`src/design/game_clock_pkg.sv`:
```
package game_clock_pkg;

  // remaining game time, as shown on the board display
  typedef struct packed {
    logic [2:0] min;
    // tens of seconds, 0 to 5
    logic [2:0] sec_ten;
    logic [3:0] sec_one;
  } game_time_t;

  // tick rate band, picked from the remaining time
  typedef enum logic [1:0] {
    PACE_NORMAL,
    PACE_FAST,
    PACE_FASTER
  } tick_pace_e;

  // cycles from one tick start to the next
  // scaled down so a simulation sees several ticks
  localparam logic [8:0] TICK_PERIOD_NORMAL = 9'd400;
  localparam logic [8:0] TICK_PERIOD_FAST   = 9'd200;
  localparam logic [8:0] TICK_PERIOD_FASTER = 9'd100;

  // time bands, in tens of seconds with zero minutes left
  // fast from 0:39, faster from 0:19
  localparam logic [2:0] FAST_SEC_TEN_MAX   = 3'd3;
  localparam logic [2:0] FASTER_SEC_TEN_MAX = 3'd1;

endpackage

```
`src/design/audio_cue_pkg.sv`:
```
package audio_cue_pkg;

  // cue currently driven onto the buzzer
  typedef enum logic [2:0] {
    CUE_NONE,
    CUE_ERR,
    CUE_BOOM,
    CUE_PZL,
    CUE_TICK
  } cue_e;

  // play state of any single cue
  typedef enum logic {
    CUE_IDLE,
    CUE_PLAY
  } cue_state_e;

  // one bit per event cue
  // carries play levels one way and done pulses the other
  typedef struct packed {
    logic err;
    logic boom;
    logic pzl;
  } event_cue_t;

  // tone shapes, half period in cycles and toggle count
  // toggle counts are even so every cue ends low
  // error buzz, short and sharp
  localparam logic [3:0] ERR_HALF     = 4'd6;
  localparam logic [4:0] ERR_TOGGLES  = 5'd20;

  // boom, lowest pitch
  localparam logic [3:0] BOOM_HALF    = 4'd15;
  localparam logic [4:0] BOOM_TOGGLES = 5'd16;

  // puzzle chirp
  localparam logic [3:0] PZL_HALF     = 4'd9;
  localparam logic [4:0] PZL_TOGGLES  = 5'd12;

  // countdown tick, 3 short pulses
  localparam logic [3:0] TICK_HALF    = 4'd4;
  localparam logic [4:0] TICK_TOGGLES = 5'd6;

endpackage

```
`src/design/tick_pacer.sv`:
```
`timescale 1ns/100ps

module tick_pacer (
  input  logic                     clk,
  input  logic                     nrst,
  input  game_clock_pkg::game_time_t game_time,
  input  logic                     tick_done,
  output logic                     tick_act
);

  import game_clock_pkg::*;
  import audio_cue_pkg::*;

  tick_pace_e pace;
  logic [8:0] period;
  logic [8:0] pcnt;
  logic       wrap;
  cue_state_e tick_state;
  cue_state_e nxt_tick_state;

  // pace band from the remaining time
  always_comb begin
    if (game_time.min == 3'd0 && game_time.sec_ten <= FASTER_SEC_TEN_MAX) begin
      pace = PACE_FASTER;
    end else if (game_time.min == 3'd0 && game_time.sec_ten <= FAST_SEC_TEN_MAX) begin
      pace = PACE_FAST;
    end else begin
      pace = PACE_NORMAL;
    end
  end

  always_comb begin
    case (pace)
      PACE_FAST:   period = TICK_PERIOD_FAST;
      PACE_FASTER: period = TICK_PERIOD_FASTER;
      default:     period = TICK_PERIOD_NORMAL;
    endcase
  end

  // >= so a shorter period wraps at once
  assign wrap = (pcnt >= period - 9'd1);

  // free running from reset
  always_ff @(posedge clk, negedge nrst) begin
    if (!nrst) begin
      pcnt <= '0;
    end else if (wrap) begin
      pcnt <= '0;
    end else begin
      pcnt <= pcnt + 9'd1;
    end
  end

  // a wrap while still playing is dropped
  always_comb begin
    nxt_tick_state = tick_state;
    case (tick_state)
      CUE_IDLE: if (wrap) nxt_tick_state = CUE_PLAY;
      CUE_PLAY: if (tick_done) nxt_tick_state = CUE_IDLE;
      default:  nxt_tick_state = CUE_IDLE;
    endcase
  end

  always_ff @(posedge clk, negedge nrst) begin
    if (!nrst) begin
      tick_state <= CUE_IDLE;
    end else begin
      tick_state <= nxt_tick_state;
    end
  end

  assign tick_act = (tick_state == CUE_PLAY);

  // synth only ends a tick that is playing
  a_done_while_act: assert property (@(posedge clk) disable iff (!nrst)
    tick_done |-> tick_act);

endmodule

```
`src/design/event_cue_ctrl.sv`:
```
`timescale 1ns/100ps

module event_cue_ctrl (
  input  logic                     clk,
  input  logic                     nrst,
  input  logic                     error,
  input  logic                     game_clear,
  input  logic                     puzzle_clear,
  input  audio_cue_pkg::event_cue_t event_done,
  output audio_cue_pkg::event_cue_t event_act
);

  import audio_cue_pkg::*;

  cue_state_e err_state;
  cue_state_e boom_state;
  cue_state_e pzl_state;
  cue_state_e nxt_err_state;
  cue_state_e nxt_boom_state;
  cue_state_e nxt_pzl_state;

  // shared transition of one event cue
  // trigger only counts from idle, done only from play
  function automatic cue_state_e cue_step(
    input cue_state_e cur,
    input logic       trig,
    input logic       done
  );
    cue_state_e nxt;
    nxt = cur;
    case (cur)
      CUE_IDLE: begin
        if (trig) nxt = CUE_PLAY;
      end
      CUE_PLAY: begin
        // retrigger while playing is ignored
        if (done) nxt = CUE_IDLE;
      end
      default: nxt = CUE_IDLE;
    endcase
    return nxt;
  endfunction

  // error buzz
  always_comb begin
    nxt_err_state = cue_step(err_state, error, event_done.err);
  end

  // boom at end of game
  always_comb begin
    nxt_boom_state = cue_step(boom_state, game_clear, event_done.boom);
  end

  // puzzle cleared chirp
  always_comb begin
    nxt_pzl_state = cue_step(pzl_state, puzzle_clear, event_done.pzl);
  end

  always_ff @(posedge clk, negedge nrst) begin
    if (!nrst) begin
      err_state  <= CUE_IDLE;
      boom_state <= CUE_IDLE;
      pzl_state  <= CUE_IDLE;
    end else begin
      err_state  <= nxt_err_state;
      boom_state <= nxt_boom_state;
      pzl_state  <= nxt_pzl_state;
    end
  end

  // play levels out to the synth
  // a preempted cue keeps its level
  always_comb begin
    event_act.err  = (err_state == CUE_PLAY);
    event_act.boom = (boom_state == CUE_PLAY);
    event_act.pzl  = (pzl_state == CUE_PLAY);
  end

  // synth may only finish a cue that is playing here
  a_done_only_in_play: assert property (@(posedge clk) disable iff (!nrst)
    (event_done & ~event_act) == 3'b000);

endmodule

```
`src/design/tone_synth.sv`:
```
`timescale 1ns/100ps

module tone_synth (
  input  logic                     clk,
  input  logic                     nrst,
  input  audio_cue_pkg::event_cue_t event_act,
  input  logic                     tick_act,
  output audio_cue_pkg::event_cue_t event_done,
  output logic                     tick_done,
  output logic                     audio
);

  import audio_cue_pkg::*;

  cue_e       sel;
  cue_e       cur_cue;
  logic [3:0] half;
  logic [4:0] toggles;
  logic [3:0] hcnt;
  logic [4:0] tcnt;
  logic       restart;
  logic       finished;

  // priority, error over boom over puzzle over tick
  always_comb begin
    if (event_act.err) begin
      sel = CUE_ERR;
    end else if (event_act.boom) begin
      sel = CUE_BOOM;
    end else if (event_act.pzl) begin
      sel = CUE_PZL;
    end else if (tick_act) begin
      sel = CUE_TICK;
    end else begin
      sel = CUE_NONE;
    end
  end

  // tone shape of the selected cue
  always_comb begin
    case (sel)
      CUE_ERR:  begin half = ERR_HALF;  toggles = ERR_TOGGLES;  end
      CUE_BOOM: begin half = BOOM_HALF; toggles = BOOM_TOGGLES; end
      CUE_PZL:  begin half = PZL_HALF;  toggles = PZL_TOGGLES;  end
      CUE_TICK: begin half = TICK_HALF; toggles = TICK_TOGGLES; end
      default:  begin half = '0;        toggles = '0;           end
    endcase
  end

  // new cue or preemption, counters start over
  assign restart  = (sel != cur_cue);
  assign finished = (tcnt == toggles);

  // done pulse held until the play state drops
  always_comb begin
    event_done = '0;
    tick_done  = 1'b0;
    if (!restart && finished) begin
      case (sel)
        CUE_ERR:  event_done.err  = 1'b1;
        CUE_BOOM: event_done.boom = 1'b1;
        CUE_PZL:  event_done.pzl  = 1'b1;
        CUE_TICK: tick_done       = 1'b1;
        default:  tick_done       = 1'b0;
      endcase
    end
  end

  always_ff @(posedge clk, negedge nrst) begin
    if (!nrst) begin
      cur_cue <= CUE_NONE;
      hcnt    <= '0;
      tcnt    <= '0;
      audio   <= 1'b0;
    end else if (restart) begin
      cur_cue <= sel;
      // the restart edge is the first cycle of the first half
      hcnt    <= (sel == CUE_NONE) ? 4'd0 : 4'd1;
      tcnt    <= '0;
      audio   <= 1'b0;
    end else if (sel != CUE_NONE && !finished) begin
      if (hcnt == half - 4'd1) begin
        hcnt  <= '0;
        tcnt  <= tcnt + 5'd1;
        audio <= ~audio;
      end else begin
        hcnt <= hcnt + 4'd1;
      end
    end
  end

  // every cue ends low, so silence is really silent
  a_quiet_when_none: assert property (@(posedge clk) disable iff (!nrst)
    (sel == CUE_NONE) |-> !audio);

  // only the playing cue can finish
  a_one_done: assert property (@(posedge clk) disable iff (!nrst)
    $onehot0({event_done, tick_done}));

endmodule

```
`src/design/audio_top.sv`:
```
`timescale 1ns/100ps

module audio_top (
  input  logic                       clk,
  input  logic                       nrst,
  input  game_clock_pkg::game_time_t game_time,
  input  logic                       error,
  input  logic                       puzzle_clear,
  input  logic                       game_clear,
  output logic                       audio
);

  import audio_cue_pkg::*;

  // play levels and done pulses between the blocks
  event_cue_t event_act;
  event_cue_t event_done;
  logic       tick_act;
  logic       tick_done;

  // countdown tick timing
  tick_pacer u_tick_pacer (
    .clk       (clk),
    .nrst      (nrst),
    .game_time (game_time),
    .tick_done (tick_done),
    .tick_act  (tick_act)
  );

  // error, boom and puzzle play states
  event_cue_ctrl u_event_cue_ctrl (
    .clk          (clk),
    .nrst         (nrst),
    .error        (error),
    .game_clear   (game_clear),
    .puzzle_clear (puzzle_clear),
    .event_done   (event_done),
    .event_act    (event_act)
  );

  tone_synth u_tone_synth (
    .clk        (clk),
    .nrst       (nrst),
    .event_act  (event_act),
    .tick_act   (tick_act),
    .event_done (event_done),
    .tick_done  (tick_done),
    .audio      (audio)
  );

endmodule

```
`config.mk`:
```
export PLATFORM = sky130hd
export DESIGN_NAME = audio_top
export DESIGN_NICKNAME = d
export VERILOG_FILES = /design/src/design/game_clock_pkg.sv /design/src/design/audio_cue_pkg.sv /design/src/design/tick_pacer.sv /design/src/design/event_cue_ctrl.sv /design/src/design/tone_synth.sv /design/src/design/audio_top.sv
export SDC_FILE = /design/constraint.sdc
export NUM_CORES = 1
export LEC_CHECK = 0
export BUFFER_PORTS_ARGS = -buffer_cell sky130_fd_sc_hd__buf_2
export CAP_MARGIN = 10
export CORE_ASPECT_RATIO = 1.25
export CORE_MARGIN = 4
export CORE_UTILIZATION = 45
export CTS_BUF_LIST = sky130_fd_sc_hd__clkbuf_16
export CTS_CLUSTER_DIAMETER = 120
export CTS_CLUSTER_SIZE = 25
export DETAILED_ROUTE_END_ITERATION = 12
export GPL_TIMING_DRIVEN = 1
export PLACE_DENSITY = 0.74
export SYNTH_ARGS = -nofsm -noshare
export SYNTH_HDL_FRONTEND = slang
export SYNTH_HIERARCHICAL = 1
export SYNTH_SLANG_ARGS = --single-unit
```
`constraint.sdc`:
```
create_clock -name clk -period 4.15 [get_ports clk]
set_input_delay 0.2075 -clock clk [delete_from_list [all_inputs] [get_ports clk]]
set_output_delay 0.2075 -clock clk [all_outputs]
set_load 0.02 [all_outputs]
```
==> flow_summary.json <==
{
  "synth_area_leader_cell": "dfrtp_1",
  "yosys.area_share.xor_xnor_pct": 6.49,
  "min_period_over_period_pct": 71.1,
  "status": "finished clean",
  "hold_viol_final": 0,
  "synth_nets": 208,
  "cts_buffers": 3,
  "final_nets": 215,
  "synth_edf_count": 0,
  "ctsHtreeMaxLevel": 1,
  "rsz0062_at_grt": "false",
  "dpl.hpwl_microns": 2200,
  "gp_congestion": 0.771,
  "hold_ws_ns": 0.167,
  "drive_above_1_share_pct": 12.7,
  "maxSlewViolCount": 0,
  "synthAdderAreaFrac_pct": 7.13,
  "synth.area.top_cells": "dfrtp_1 (37%), ha_1 (7.1%), xnor2_1 (3.5%)",
  "cts_setup_buffers": 0,
  "cp_top_family": "compound AO/OA/AOI/OAI gates",
  "reg2reg_depth": 7,
  "grt_pass1_vias": 1305,
  "wire_per_inst_microns": 13.2,
  "io_pins": 16,
  "r2r_end": "u_tone_synth/hcnt[2]",
  "tightest_slew_ns": 1.19,
  "leakage_nw": 0.804,
  "grt_max_degree": 27,
  "core_sq_mm": 0.00378,
  "viasPerCell": 5.45,
  "ff2ff_setup_slack_ns": 1.20,
  "maxCapViolCount": 0,
  "ff_latch_area_sq_um": 651,
  "cts-root-buf": "clkbuf_16",
  "crit_slowest_cell": "o211ai_1",
  "ir_drop_mv": 0.236,
  "synth_seq_area_share_pct": 37.1,
  "crit_arrival_ns": 3.13,
  "vias": 1325,
  "async_flop_share_pct": 100,
  "synth_top_family_by_area": "simple AND/OR/NAND/NOR gates",
  "cts.reportedPaths.clkPinSlew_ns": 0.06,
  "synth.distinct_cells": 46,
  "ys_seq_elements": 26,
  "synth_cells": 183,
  "cp-end-kind": "flip-flop",
  "multi_input_area_sq_mm": 0.00100,
  "grt_use_total_pct": 13.9,
  "tns_ns": 0,
  "fmax_mhz": 339,
  "synth-compound-area-share_pct": 18.2,
  "portBuffers": 10,
  "antenna_found_initial": 0,
  "r2r_start": "u_event_cue_ctrl/err_state",
  "ys_warn_count": 6,
  "grt_pass1_wl_microns": 5640,
  "required_ns": 4.33,
  "initial_core_util_pct": 46.3,
  "grt_overflow": 0,
  "start_kind": "flip-flop",
  "muxShareOfSynthArea_pct": 2.92,
  "power_density_mw_per_mm2": 520,
  "endpoint": "u_tone_synth/hcnt[2]",
  "cts_sinks": 26,
  "setup_viol": 0,
  "die_w_microns": 63.8,
  "synthMostInstantiatedCell": "dfrtp_1",
  "ant_nets": 0,
  "layout_min_cycle_time_ns": 2.95,
  "netlist.area_leader.share_pct": 37.1,
  "critPathMaxFanout": 17,
  "crit_path_start": "u_event_cue_ctrl/err_state",
  "avgSynthCellArea_sq_um": 9.59,
  "first_iter_violations": 34,
  "rows": 25,
  "design.die.area_sq_mm": 0.00497,
  "cts_tree": "yes",
  "die_y_microns": 77.8,
  "synth_flop_cell": "dfrtp_1",
  "insertion_delay_ns": 0.26,
  "cp_slowest_stage_delay_ns": 0.92,
  "critical_path_depth": 7,
  "crit_top_cell": "o211ai_1",
  "crit_path_cell_trace": "nor2_1, ha_1, xnor2_1, and3_1, o211ai_1, o211ai_1, a31oi_1",
  "relSlewSlack_pct": 20.6,
  "synth_top_cells_by_count": "dfrtp_1 (26), nor2_1 (15), nand2_1 (14)",
  "finClkSkew_ns": 0.00194,
  "final.fill_count": 377,
  "yosys.area_share.simple_pct": 22.5,
  "crit_type": "reg2reg",
  "routed_wl_microns": 3220,
  "power_mw": 0.985,
  "area_growth_syn_to_layout_pct": 7.99,
  "syn_area_sq_mm": 0.00175,
  "antenna_cells": 0,
  "clock_path_buffers": 2,
  "firstDrtPassIters": 4,
  "hp-class": "in2reg",
  "crit_buf_inv": 0,
  "drc": 0
}
[layout make-up]
class / count / share of cell area [%]
clock buffers: 3 / 3.96
clock inverters: 1 / 0.198
inverters: 9 / 1.78
multi-input cells: 139 / 53.0
flip-flops and latches: 26 / 34.3
well taps: 54 / 3.57
repair buffers: 11 / 3.17
[sequential cells by signal, summed over array words and instances (netlist names)]
signal	cells
u_tone_synth/audio	1
u_tone_synth/cur_cue	3
u_tone_synth/tcnt	5
u_tick_pacer/pcnt	9
u_tone_synth/hcnt	4
u_event_cue_ctrl/pzl_state	1
u_event_cue_ctrl/boom_state	1
u_tick_pacer/tick_act	1
u_event_cue_ctrl/err_state	1
[power breakdown]
part	switching [mW]	leakage (nW)	internal [mW]	total (mW)
clock	0.0855	0.0385	0.129	0.214
combinational	0.166	0.454	0.153	0.319
sequential	0.113	0.312	0.338	0.451
[placed cells by master (no fill, tap or decap), drive strengths merged, types with 2 or more instances in the layout]
cell type,count
o21a,2
a31oi,3
inv,9
nor3b,2
nand2b,4
nor3,5
xor2,6
a21oi,10
dfrtp,26
mux2i,4
o211ai,6
buf,10
xnor2,7
a21o,2
clkbuf,3
nand2,15
and3,3
o21ai,7
a2bb2oi,2
a2111oi,2
nand4,3
nor4,3
nor2,16
or4,6
nand3,5
o2111ai,2
o31ai,5
ha,10
[per-stage QoR]
step	cells	util [%]	setup slack, ns	area [sq um]
after floorplan	183	-	1.89	1750
after global placement	238	47.7	1.30	1810
after detailed placement	238	47.7	1.24	1810
after CTS	243	50.0	1.21	1890
after global routing	243	50.0	0.912	1890
final	243	50.0	1.20	1890
[repair_timing]
| item | 4_1_cts | 5_1_grt |
|---|---|---|
| hold buffers | 1 | 0 |
| endpoints found under the hold margin | 26 | 0 |
| gates resized for setup | 0 | 0 |
[layer usage]
metal / vias up / global-route usage (%) / wire length, microns
met5: - / 0 / 0
met4: 0 / 6.05 / 45
met3: 4 / 2.03 / 79
met2: 12 / 23.9 / 1600
met1: 624 / 16.9 / 1490
li1: 685 / - / -
[worst min-delay path: cells and delay by family]
kind     cells  cell delay (ns)
mux          1             0.05
buf+inv      2             0.13
[kinds of logic (layout without fill, tap and decap cells)]
| logic type | after synthesis | in the layout |
|---|---|---|
| xor gates and xnor gates | 13 | 13 |
| DFF | 26 | 26 |
| adders and majority gates | 10 | 10 |
| and+or+nand+nor | 68 | 68 |
| muxes | 5 | 5 |
| AOI/OAI and AO/OA | 43 | 43 |
| buffers and inverters | 18 | 24 |
[worst min path at each step]
stage                from                          end  slack (ns)  depth (start not counted)
6_report       game_clear  u_event_cue_ctrl/boom_state        0.17                          3
5_1_grt             error   u_event_cue_ctrl/err_state        0.19                          3
4_1_cts        game_clear  u_event_cue_ctrl/boom_state        0.16                          3
3_5_place_dp         nrst         u_tone_synth/tcnt[2]        0.25                          1
3_3_place_gp         nrst         u_tone_synth/tcnt[3]        0.25                          1
2_1_floorplan        nrst  u_event_cue_ctrl/boom_state       -0.09                          0
No activity file was read; power rests on OpenSTA's default activity.
